## src/design/axi_master_pkg.sv

```systemverilog
package axi_master_pkg;

    localparam int ADDR_W = 32;
    localparam int DATA_W = 32;
    localparam int ID_W   = 4;
    localparam int STRB_W = 4;
    localparam int LEN_W  = 4;

    // 4-byte beats, one beat per burst
    localparam logic [2:0]       SIZE_WORD  = 3'b010;
    localparam logic [1:0]       BURST_INCR = 2'b01;
    localparam logic [LEN_W-1:0] LEN_SINGLE = '0;

    localparam logic [ID_W-1:0] WRITE_ID = 4'd1;

    // slave model depth in words
    localparam int MODEL_WORDS = 64;

    typedef struct packed {
        logic              ce;
        logic [ADDR_W-1:0] addr;
        logic [ID_W-1:0]   id;
    } cpu_rd_req_t;

    typedef struct packed {
        logic              ce;
        logic [ADDR_W-1:0] addr;
        logic [DATA_W-1:0] wdata;
        logic [STRB_W-1:0] sel;
    } cpu_wr_req_t;

    typedef struct packed {
        logic [ID_W-1:0]   id;
        logic [ADDR_W-1:0] addr;
        logic [2:0]        size;
    } ar_req_t;

    typedef struct packed {
        logic              valid;
        logic [DATA_W-1:0] data;
        logic              last;
    } r_beat_t;

    typedef struct packed {
        logic [ADDR_W-1:0] addr;
        logic [2:0]        size;
    } aw_req_t;

    typedef struct packed {
        logic [DATA_W-1:0] data;
        logic [STRB_W-1:0] strb;
    } w_beat_t;

    typedef enum logic [1:0] {
        R_FREE,
        R_ADDR,
        R_DATA,
        R_HOLD
    } rd_state_e;

    typedef enum logic [1:0] {
        W_FREE,
        W_ADDR,
        W_DATA,
        W_RESP
    } wr_state_e;

endpackage
```

## src/design/axi_master.sv

```systemverilog
`timescale 1ns/10ps

module axi_master
    import axi_master_pkg::*;
(
    input  logic              aclk,
    input  logic              aresetn,
    input  cpu_rd_req_t       inst_req_i,
    input  logic              data_ce_i,
    input  logic              data_we_i,
    input  logic [ADDR_W-1:0] data_addr_i,
    input  logic [DATA_W-1:0] data_wdata_i,
    input  logic [STRB_W-1:0] data_sel_i,
    input  logic [ID_W-1:0]   data_id_i,
    input  logic              s_arready_i,
    input  r_beat_t           s_r_i,
    input  logic              s_awready_i,
    input  logic              s_wready_i,
    input  logic              s_bvalid_i,
    output logic [DATA_W-1:0] inst_rdata_o,
    output logic              inst_stall_o,
    output logic [DATA_W-1:0] data_rdata_o,
    output logic              data_stall_o,
    output ar_req_t           s_ar_o,
    output logic              s_arvalid_o,
    output logic [LEN_W-1:0]  s_arlen_o,
    output logic [1:0]        s_arburst_o,
    output logic              s_rready_o,
    output aw_req_t           s_aw_o,
    output logic [ID_W-1:0]   s_awid_o,
    output logic [LEN_W-1:0]  s_awlen_o,
    output logic [1:0]        s_awburst_o,
    output logic              s_awvalid_o,
    output w_beat_t           s_w_o,
    output logic              s_wlast_o,
    output logic              s_wvalid_o,
    output logic              s_bready_o
);

    cpu_rd_req_t data_rd_req;
    cpu_wr_req_t data_wr_req;
    ar_req_t     inst_ar;
    ar_req_t     data_ar;
    r_beat_t     inst_r;
    r_beat_t     data_r;
    logic        inst_arvalid;
    logic        data_arvalid;
    logic        inst_rready;
    logic        data_rready;
    logic        inst_want;
    logic        data_want;
    logic        inst_owns;
    logic        data_owns;
    logic        inst_grant;
    logic        data_grant;
    logic        data_rd_stall;
    logic        wr_busy;
    logic        wr_stall;

    // data port splits on we
    assign data_rd_req = '{ce: data_ce_i && !data_we_i, addr: data_addr_i, id: data_id_i};
    assign data_wr_req = '{ce: data_ce_i && data_we_i, addr: data_addr_i,
                           wdata: data_wdata_i, sel: data_sel_i};

    assign data_stall_o = data_rd_stall | wr_stall;

    read_port_fsm #(.HOLD_RESULT(1'b1)) inst_rd_inst (
        .aclk(aclk), .aresetn(aresetn), .req_i(inst_req_i), .grant_i(inst_grant),
        .arready_i(s_arready_i), .r_i(inst_r), .other_stall_i(data_stall_o),
        .ar_o(inst_ar), .arvalid_o(inst_arvalid), .rready_o(inst_rready),
        .want_o(inst_want), .owns_o(inst_owns), .rdata_o(inst_rdata_o),
        .stall_o(inst_stall_o)
    );

    read_port_fsm #(.HOLD_RESULT(1'b0)) data_rd_inst (
        .aclk(aclk), .aresetn(aresetn), .req_i(data_rd_req), .grant_i(data_grant),
        .arready_i(s_arready_i), .r_i(data_r), .other_stall_i(wr_stall),
        .ar_o(data_ar), .arvalid_o(data_arvalid), .rready_o(data_rready),
        .want_o(data_want), .owns_o(data_owns), .rdata_o(data_rdata_o),
        .stall_o(data_rd_stall)
    );

    read_arbiter read_arbiter_inst (
        .aclk(aclk), .aresetn(aresetn), .inst_want_i(inst_want), .data_want_i(data_want),
        .write_busy_i(wr_busy), .inst_owns_i(inst_owns), .data_owns_i(data_owns),
        .inst_ar_i(inst_ar), .data_ar_i(data_ar), .inst_arvalid_i(inst_arvalid),
        .data_arvalid_i(data_arvalid), .inst_rready_i(inst_rready),
        .data_rready_i(data_rready), .s_r_i(s_r_i), .inst_grant_o(inst_grant),
        .data_grant_o(data_grant), .s_ar_o(s_ar_o), .s_arvalid_o(s_arvalid_o),
        .s_rready_o(s_rready_o), .inst_r_o(inst_r), .data_r_o(data_r)
    );

    write_port_fsm write_port_inst (
        .aclk(aclk), .aresetn(aresetn), .req_i(data_wr_req), .awready_i(s_awready_i),
        .wready_i(s_wready_i), .bvalid_i(s_bvalid_i), .aw_o(s_aw_o),
        .awvalid_o(s_awvalid_o), .w_o(s_w_o), .wvalid_o(s_wvalid_o),
        .bready_o(s_bready_o), .busy_o(wr_busy), .stall_o(wr_stall)
    );

    // single incrementing beats, fixed write id
    assign s_arlen_o   = LEN_SINGLE;
    assign s_arburst_o = BURST_INCR;
    assign s_awid_o    = WRITE_ID;
    assign s_awlen_o   = LEN_SINGLE;
    assign s_awburst_o = BURST_INCR;
    assign s_wlast_o   = 1'b1;

endmodule

```

## src/design/write_port_fsm.sv

```systemverilog
`timescale 1ns/10ps

module write_port_fsm
    import axi_master_pkg::*;
(
    input  logic        aclk,
    input  logic        aresetn,
    input  cpu_wr_req_t req_i,
    input  logic        awready_i,
    input  logic        wready_i,
    input  logic        bvalid_i,
    output aw_req_t     aw_o,
    output logic        awvalid_o,
    output w_beat_t     w_o,
    output logic        wvalid_o,
    output logic        bready_o,
    output logic        busy_o,
    output logic        stall_o
);

    wr_state_e state;
    aw_req_t   aw_q;
    w_beat_t   w_q;
    logic      aw_done;
    logic      busy;

    assign aw_done = (state == W_ADDR) && awready_i;

    always_ff @(posedge aclk)
    begin
        if (!aresetn)
        begin
            state <= W_FREE;
        end
        else
        begin
            case (state)
                W_FREE:
                begin
                    if (req_i.ce)
                    begin
                        state <= W_ADDR;
                    end
                end
                W_ADDR:
                begin
                    if (awready_i)
                    begin
                        state <= W_DATA;
                    end
                end
                W_DATA:
                begin
                    if (wready_i)
                    begin
                        state <= W_RESP;
                    end
                end
                default:
                begin
                    if (bvalid_i)
                    begin
                        state <= W_FREE;
                    end
                end
            endcase
        end
    end

    always_ff @(posedge aclk)
    begin
        if ((state == W_FREE) && req_i.ce)
        begin
            aw_q <= '{addr: req_i.addr, size: SIZE_WORD};
        end
        // data word goes out after the address is taken
        if (aw_done)
        begin
            w_q <= '{data: req_i.wdata, strb: req_i.sel};
        end
    end

    assign awvalid_o = (state == W_ADDR);
    assign wvalid_o  = (state == W_DATA);
    assign bready_o  = (state == W_DATA) || (state == W_RESP);
    assign aw_o      = awvalid_o ? aw_q : '0;
    assign w_o       = wvalid_o ? w_q : '0;

    // busy until the B handshake, released in that cycle
    always_comb
    begin
        case (state)
            W_FREE:
            begin
                busy = req_i.ce;
            end
            W_RESP:
            begin
                busy = !bvalid_i;
            end
            default:
            begin
                busy = 1'b1;
            end
        endcase
    end

    assign busy_o  = busy;
    assign stall_o = busy;

endmodule

```

## src/design/read_arbiter.sv

```systemverilog
`timescale 1ns/10ps

module read_arbiter
    import axi_master_pkg::*;
(
    input  logic    aclk,
    input  logic    aresetn,
    input  logic    inst_want_i,
    input  logic    data_want_i,
    input  logic    write_busy_i,
    input  logic    inst_owns_i,
    input  logic    data_owns_i,
    input  ar_req_t inst_ar_i,
    input  ar_req_t data_ar_i,
    input  logic    inst_arvalid_i,
    input  logic    data_arvalid_i,
    input  logic    inst_rready_i,
    input  logic    data_rready_i,
    input  r_beat_t s_r_i,
    output logic    inst_grant_o,
    output logic    data_grant_o,
    output ar_req_t s_ar_o,
    output logic    s_arvalid_o,
    output logic    s_rready_o,
    output r_beat_t inst_r_o,
    output r_beat_t data_r_o
);

    logic chan_busy;
    logic chan_free;
    logic rd_last;

    // reads are serialized, and none starts while a write is pending
    assign chan_free = !chan_busy && !write_busy_i;
    assign rd_last   = s_r_i.valid && s_r_i.last && s_rready_o;

    // data port wins ties
    assign data_grant_o = chan_free && data_want_i;
    assign inst_grant_o = chan_free && inst_want_i && !data_want_i;

    always_ff @(posedge aclk)
    begin
        if (!aresetn)
        begin
            chan_busy <= 1'b0;
        end
        else if (inst_grant_o || data_grant_o)
        begin
            chan_busy <= 1'b1;
        end
        else if (rd_last)
        begin
            chan_busy <= 1'b0;
        end
    end

    // idle ports drive zeros
    assign s_ar_o      = ar_req_t'(inst_ar_i | data_ar_i);
    assign s_arvalid_o = inst_arvalid_i | data_arvalid_i;
    assign s_rready_o  = inst_rready_i | data_rready_i;

    // beat steering by owner
    assign inst_r_o = inst_owns_i ? s_r_i : '0;
    assign data_r_o = data_owns_i ? s_r_i : '0;

endmodule

```

## src/design/read_port_fsm.sv

```systemverilog
`timescale 1ns/10ps

module read_port_fsm
    import axi_master_pkg::*;
#(
    parameter bit HOLD_RESULT = 1'b0
)
(
    input  logic              aclk,
    input  logic              aresetn,
    input  cpu_rd_req_t       req_i,
    input  logic              grant_i,
    input  logic              arready_i,
    input  r_beat_t           r_i,
    input  logic              other_stall_i,
    output ar_req_t           ar_o,
    output logic              arvalid_o,
    output logic              rready_o,
    output logic              want_o,
    output logic              owns_o,
    output logic [DATA_W-1:0] rdata_o,
    output logic              stall_o
);

    rd_state_e         state;
    ar_req_t           ar_q;
    logic [DATA_W-1:0] hold_buf;
    logic              start;
    logic              beat_done;

    assign start     = (state == R_FREE) && req_i.ce && grant_i;
    // one beat per read, so rlast closes the transfer
    assign beat_done = (state == R_DATA) && r_i.valid && r_i.last;

    always_ff @(posedge aclk)
    begin
        if (!aresetn)
        begin
            state <= R_FREE;
        end
        else
        begin
            case (state)
                R_FREE:
                begin
                    if (start)
                    begin
                        state <= R_ADDR;
                    end
                end
                R_ADDR:
                begin
                    if (arready_i)
                    begin
                        state <= R_DATA;
                    end
                end
                R_DATA:
                begin
                    if (beat_done)
                    begin
                        // keep the word while the other port is still stalled
                        if (HOLD_RESULT && other_stall_i)
                        begin
                            state <= R_HOLD;
                        end
                        else
                        begin
                            state <= R_FREE;
                        end
                    end
                end
                default:
                begin
                    if (!other_stall_i)
                    begin
                        state <= R_FREE;
                    end
                end
            endcase
        end
    end

    always_ff @(posedge aclk)
    begin
        if (start)
        begin
            ar_q <= '{id: req_i.id, addr: req_i.addr, size: SIZE_WORD};
        end
        if (beat_done)
        begin
            hold_buf <= r_i.data;
        end
    end

    assign want_o    = (state == R_FREE) && req_i.ce;
    assign owns_o    = (state == R_ADDR) || (state == R_DATA);
    assign arvalid_o = (state == R_ADDR);
    assign rready_o  = (state == R_DATA);
    // zeros when idle so the arbiter can OR both ports
    assign ar_o      = arvalid_o ? ar_q : '0;

    always_comb
    begin
        case (state)
            R_FREE:
            begin
                stall_o = req_i.ce;
                rdata_o = '0;
            end
            R_ADDR:
            begin
                stall_o = 1'b1;
                rdata_o = '0;
            end
            R_DATA:
            begin
                stall_o = !beat_done;
                rdata_o = beat_done ? r_i.data : '0;
            end
            default:
            begin
                stall_o = 1'b0;
                rdata_o = hold_buf;
            end
        endcase
    end

endmodule

```

## config.mk

```make
export PLATFORM = sky130hd
export DESIGN_NAME = axi_master
export DESIGN_NICKNAME = d
export VERILOG_FILES = /design/src/design/axi_master_pkg.sv /design/src/design/axi_master.sv /design/src/design/write_port_fsm.sv /design/src/design/read_arbiter.sv /design/src/design/read_port_fsm.sv
export SDC_FILE = /design/constraint.sdc
export NUM_CORES = 1
export LEC_CHECK = 0
export BUFFER_PORTS_ARGS = -buffer_cell sky130_fd_sc_hd__buf_2
export CORE_MARGIN = 5
export CORE_UTILIZATION = 50
export DETAILED_ROUTE_END_ITERATION = 10
export GPL_TIMING_DRIVEN = 0
export PLACE_DENSITY = 0.8
export REMOVE_ABC_BUFFERS = 1
export SKIP_CTS_REPAIR_TIMING = 1
export SYNTH_ARGS = -nofsm -noshare
export SYNTH_HDL_FRONTEND = slang
export SYNTH_HIERARCHICAL = 1
export SYNTH_SLANG_ARGS = --single-unit
```

## constraint.sdc

```tcl
create_clock -name aclk -period 10.3 [get_ports aclk]
set_clock_uncertainty 0.1 [all_clocks]
set_input_delay 1.03 -clock aclk [delete_from_list [all_inputs] [get_ports aclk]]
set_output_delay 1.03 -clock aclk [all_outputs]
set_load 0.05 [all_outputs]
```

==> results.ini, run 1 <==
[setup_path]
critPathMaxFanout = 64
reg2reg_slack_ps = 6800
reg2reg_to = data_rd_inst/state[0]
timing.critical_path.required_ps = 9170
crit_arrival_ps = 4040
critPathMaxStageDelay_ps = 1030
reg2regPathDepth = 8
cp-startpoint = inst_rd_inst/state[0]
r2r_start = write_port_inst/state[0]
critPathLaunchType = register
critPathKind = register to primary output
worstPathCellList = inv_1, ha_1, and2_1, and3_2, nand2_1, o21ai_0, buf_2
cp_slowest_cell = and3_2
worstSetupEndpointType = primary output

[sta]
worstMarginPinSlew_ps = 1260
relSlewSlack = 0.160
min_period_ps = 5170
setup_tns_ps = 0
finalHoldViolations = 0
clock.fmax_mhz = 193
fin_crit_sh = 0.502
rsz0062_at_grt = false
setup_viol = 0
slew_viol_final = 0

[drt]
num_vias = 6742
wl_per_cell_um = 17.2
drtIter0Drc = 257
dr.pass1.iters = 5
drt-vias-per-instance = 4.85
drc_errors = 0
drt_wl_total_mm = 24.0
postRouteAntennaNets = 0

[finish]
diodes = 0
final_core_util = 0.632
ff_latch_area_sq_mm = 0.00627
layout_commonest_cell = buf_2
layout_common_cells = buf_2, edfxtp_1, and2_1
final_nets = 1278
drive_gt1_frac = 0.403
fillers = 1541
multi_input_area_sq_mm = 0.00314
area_growth_pct = 25.2

[worst_hold_path]
hold_start = write_port_inst/state[0]
hold_path_end = write_port_inst/state[0]
hold_path_depth = 2
hp-class = register to register

[place]
io_buffers = 327
place_congestion = 0.781
dp_hpwl_mm = 16.7

[synthesis]
synthTopCellsByArea = edfxtp_1, and2_1, nand2_1
synth.largest_area_cell = edfxtp_1
synthCells = 809
synth_area_per_cell_sq_um = 12.1
seq_area_frac_synth = 0.640
ys_ff_latch = 211
yosysTopAreaCellShare = 0.625
ys_warn_count = 6
post_synth_num_cell_types = 43
syn_area_sq_mm = 0.00980

[clock_network]
root_buffer = clkbuf_16
cts_tree = yes
clk_pin_slew_ps = 60
cts.sinks = 211
cts_buffers = 23
clock_path_buffers = 3
clock_latency_ps = 490
htreeDepth = 1

[floorplan]
die-area_sq_mm = 0.0225
design.core.area_sq_mm = 0.0194
ios = 349
die_h_um = 150
die_w_um = 150
rows = 51
start_util = 0.505

[flow_run]
maxCapViolations = 0

[power_and_ir_drop]
powerDensity_mw_per_mm2 = 226
power_leakage_nw = 5.34
irDropWorstVdd_v = 0.000123

[global_routing]
grt_max_degree = 65
antenna_found_initial = 2
grt_pass1_wl_mm = 35.9
grtUsageTotal = 0.203
overflow = 0
first_global_vias = 6721

[outcome]
status = finished, final reports clean

## state kept, by name, indices dropped and copies added (netlist names)
signal and count:
read_arbiter_inst/chan_busy 1, data_rd_inst/state 2, data_rd_inst/hold_buf 32, inst_rd_inst/hold_buf 32, write_port_inst/aw_q 32, inst_rd_inst/state 2, write_port_inst/w_q 36, data_rd_inst/ar_q 36
inst_rd_inst/ar_q 36, write_port_inst/state 2
## cell type report
class	instances	share of cell area
timing repair buffer	331	0.140
multi-input combinational	536	0.256
sequential	211	0.511
tap	265	0.0270
clock inverter	11	0.0144
inverter	10	0.00306
clock buffer	27	0.0482
## power breakdown
group          total, mW  switching [mW]  internal (mW)  leakage [nW]
combinational      0.869           0.647          0.222          3.01
sequential          1.06          0.0206           1.04          1.95
clock              0.843           0.313          0.530         0.375
total               2.77           0.980           1.79          5.34
## cells in the mapped netlist
master and instances:
conb_1 5, o32ai_1 2, a21boi_1 1, buf_4 30
edfxtp_1 204, ha_1 14, and2_1 183, and2b_2 1
o21ai_0 54, nor4b_1 1, a21boi_0 1, o31a_2 1
nor2b_1 3, and3_2 2, a21o_2 1, inv_1 10
o211a_1 1, and2_2 30, or2_1 2, clkbuf_2 9
nor3b_1 2, nor4_2 1, dfxtp_1 7, a211o_1 1
or2_2 41, a21boi_4 2, and3b_2 1, nor2b_4 2
nor4_1 2, a2111oi_4 2, nand3_1 1, nand2_1 138
o31a_1 1, nand2b_1 1, o21bai_1 1, o21ai_1 12
mux2i_1 4, buf_6 1, buf_8 3, and3_1 2
nor2_1 2, buf_2 4, clkbuf_1 23
## routing by layer
| layer | share of wire | routed length, um | up-vias | track usage |
|---|---|---|---|---|
| li1 | - | - | 3279 | - |
| met1 | 0.38 | 9130 | 3139 | 0.237 |
| met2 | 0.49 | 11800 | 272 | 0.357 |
| met3 | 0.10 | 2500 | 48 | 0.0718 |
| met4 | 0.021 | 492 | 4 | 0.0508 |
| met5 | 0.0011 | 27 | - | 0 |
## critical path, delay by kind of cell (launching register included)
family	cells	cell delay (ps)
buffers and inverters	2	420
adder cells (fa/ha/maj)	1	940
AO/OA/AOI/OAI	1	270
flip-flops	1	430
AND/OR/NAND/NOR	3	1440
## per-stage QoR
step / instances / setup slack (ps) / total power, mW / hold slack, ps / area (sq um)
3_3_place_gp: 1349 / 4680 / 1.93 / 384 / 11400
6_report: 1391 / 5130 / 2.77 / 400 / 12300
4_1_cts: 1391 / 5140 / 2.80 / 403 / 12300
3_5_place_dp: 1353 / 5670 / 1.95 / 397 / 11500
2_1_floorplan: 757 / 5330 / 1.72 / 366 / 9430
5_1_grt: 1391 / 4830 / 2.88 / 451 / 12300
## cells by family after synthesis
family,synth area share
other,0.00192
AOI/OAI and AO/OA,0.0520
adders and majority gates,0.0179
muxes,0.00409
DFF,0.640
buffers and inverters,0.0480
and+or+nand+nor,0.237
## how the worst max path moves through the flow
| stage | endpoint | slack [ps] | depth (start not counted) |
|---|---|---|---|
| 2_1_floorplan | data_rdata_o[0] | 5330 | 6 |
| 3_3_place_gp | data_rdata_o[23] | 4680 | 7 |
| 3_5_place_dp | inst_rdata_o[16] | 5670 | 7 |
| 4_1_cts | inst_rdata_o[16] | 5140 | 7 |
| 5_1_grt | inst_rdata_o[26] | 4830 | 7 |
| 6_report | inst_rdata_o[4] | 5130 | 7 |
(Power assumes the default switching activity.)
==> run 2: changes to the inputs <==
Settings changed: ABC_AREA from default to 1.
Clock period 10.3 ns to 5.05 ns, I/O delays scaled along.
==> run 2 against run 1 <==
Compared with the run above:
- synthesized area increased by 5.0%
- cell area grew 3.2%
- sequential share of layout area fell by 1.6 points
- worst setup slack got worse by 4600 ps
- routed wire length is 6.3% higher
- core utilization shrank 0.69 points
- clock power up 81%
- combinational power rose to 2.7 times the previous value
- sequential power increased by 100%
- count of clock-buffer cells in the layout decreased by 1
- critical endpoint is now data_rdata_o[1]
- hold slack got worse by 340 ps
- die area grew 4.6%
- critical path type unchanged
==> results.ini, run 2 <==
[place]
dpl.cell_count = 1616
place_congestion = 0.830
dp_slack_ps = 561
place_area_sq_mm = 0.0119
dp_hpwl_mm = 17.8
io_buffers = 327

[power_and_ir_drop]
power_frac_seq = 0.357
cellInternalPower_mw = 3.55
power.clock.fraction = 0.253
power_leakage_nw = 6.93
swShare = 0.415
powerDensity_mw_per_mm2 = 479
p_sw_mw = 2.51
irDropWorstVdd_v = 0.000361
comb_power_share = 0.390

[floorplan]
design.core.area_sq_mm = 0.0202
die_h_um = 153
start_util = 0.508
die_w_um = 153
die-area_sq_mm = 0.0235
ios = 349
rows = 52

[global_routing]
grtUsageTotal = 0.202
antenna_found_initial = 9
grt_pass1_wl_mm = 38.3
first_global_vias = 7234
grt_max_degree = 42
overflow = 0

[synthesis]
synth.largest_area_cell = edfxtp_1
yosys.area_share.adder = 0.0170
synth_edf_count = 204
synth_area_per_cell_sq_um = 9.62
synth_xor_area_frac = 0
ys_warn_count = 6
synth_top_family_by_area = simple AND/OR/NAND/NOR gates
post_synth_num_cell_types = 25
synth_ff_type = edfxtp_1
ys_ff_latch = 211
async_flop_share = 0
synth-simple-area-share = 0.175
synthTopCellsByArea = edfxtp_1, nand2_1, inv_1
synth_compound_gate_area_share = 0.0513
seq_area_frac_synth = 0.609
synth.mux.area_fraction = 0
yosysMostFrequentCell = nand2_1
yosysTopAreaCellShare = 0.596
synthTopCellsByCount = nand2_1, inv_1, edfxtp_1
synthCells = 1069
syn_area_sq_mm = 0.0103

[sta]
clock.fmax_mhz = 221
min_period_ps = 4530
setup_tns_ps = 0
setup_viol = 0
rsz0062_at_grt = false
relSlewSlack = 0.122
finalHoldViolations = 0
holdWs_ps = 58.7
worstMarginPinSlew_ps = 1320
finalWorstSetupSlack_ps = 523
slew_viol_final = 0
fin_crit_sh = 0.897

[worst_hold_path]
hold_path_depth = 1
hp-class = primary input to register
hold_path_end = inst_rd_inst/ar_q[17]
hold_start = inst_req_i[18]

[setup_path]
reg2reg_slack_ps = 1040
timing.critical_path.required_ps = 4450
critPathLaunchType = register
reg2reg_to = inst_rd_inst/hold_buf[17]
critPathMaxFanout = 35
reg2regPathDepth = 7
critPathKind = register to primary output
crit_arrival_ps = 3920
worstSetupEndpointType = primary output
r2r_start = inst_rd_inst/state[0]

[drt]
wl_per_cell_um = 15.3
dr.pass1.iters = 4
drt_wl_total_mm = 25.5
drc_errors = 0
drtIter0Drc = 566
num_vias = 7670
drt-vias-per-instance = 4.60
postRouteAntennaNets = 0

[clock_network]
cts_tree = yes
cts.sinks = 211
cts_buffers = 23
clock_path_buffers = 3
clk_pin_slew_ps = 60
clock_latency_ps = 520
root_buffer = clkbuf_16
htreeDepth = 1

[finish]
finalNonFillerCells = 1666
fillers = 1609
layout_commonest_cell = nand2_1
final_area_sq_mm = 0.0127
final_nets = 1539
top_regs = data_rd_inst/ar_q (36), inst_rd_inst/ar_q (36), write_port_inst/w_q (36)
area_growth_pct = 23.0
layout_common_cells = nand2_1, buf_2, inv_1
drive_gt1_frac = 0.334

[flow_run]
maxCapViolations = 0

[outcome]
status = finished, final reports clean

-- run 2: changes by cell type in the layout (fill, tap and decap cells not counted), sizes merged, moves of 9 or more --
cell and change:
inv +238, nor2 +22, nand2 +230, diode +9
and2 -213, a21oi +11
-- run 2: cell type report --
type | instances | area, sq um | area share
Antenna cell | 9 | 22.5 | 0.00178
Sequential cell | 211 | 6270 | 0.495
Multi-Input combinational cell | 555 | 2620 | 0.207
Inverter | 250 | 946 | 0.0748
Clock inverter | 12 | 95.1 | 0.00752
Clock buffer | 26 | 587 | 0.0464
Timing Repair Buffer | 333 | 1780 | 0.141
Tap cell | 270 | 338 | 0.0267
-- run 2: kinds of logic after synthesis --
kind of cell	count (synthesis)
flops	211
compound gates	79
simple gates	439
buf+inv	321
fa+ha+maj	14
other cells	5
-- run 2: worst max-delay path by stage --
stage	slack, ps	cells after the start	start	end
2_1_floorplan	1050	6	inst_rd_inst/state[0]	inst_rdata_o[7]
3_3_place_gp	200	6	inst_rd_inst/state[0]	inst_rd_inst/hold_buf[17]
3_5_place_dp	560	7	inst_rd_inst/state[0]	inst_rd_inst/hold_buf[18]
4_1_cts	170	7	inst_rd_inst/state[0]	inst_rdata_o[7]
5_1_grt	300	7	data_rd_inst/state[0]	data_rdata_o[1]
6_report	520	7	data_rd_inst/state[0]	data_rdata_o[1]
-- run 2: stage by stage --
stage	util	power (mW)
CTS	0.620	6.09
floorplan	-	3.96
detailed placement	0.587	4.55
finish	0.625	6.06
global placement	0.582	4.50
global route	0.625	6.36
-- run 2: metal layers --
layer | share of wire | routed length, um | up-vias | GRT usage
met5 | 0.00051 | 13 | - | 0
met4 | 0.034 | 867 | 2 | 0.0921
met3 | 0.077 | 1970 | 59 | 0.0416
met2 | 0.51 | 13000 | 323 | 0.354
met1 | 0.38 | 9590 | 3484 | 0.240
li1 | - | - | 3802 | -
-- run 2: power by group through the flow --
stage               registers [mW]  clock network, mW  logic, mW
floorplan                     2.19                  0       1.77
global placement              2.20                  0       2.30
detailed placement            2.20                  0       2.35
CTS                           2.17               1.56       2.36
global route                  2.17               1.64       2.55
finish                        2.16               1.53       2.36
-- run 2: worst max-delay path: stages, from the launching register on --
cell,delay (ps)
dfxtp_1,400
inv_1,80
ha_1,1150
nand2_1,130
inv_1,140
nand3_2,620
o21ai_0,540
buf_2,330
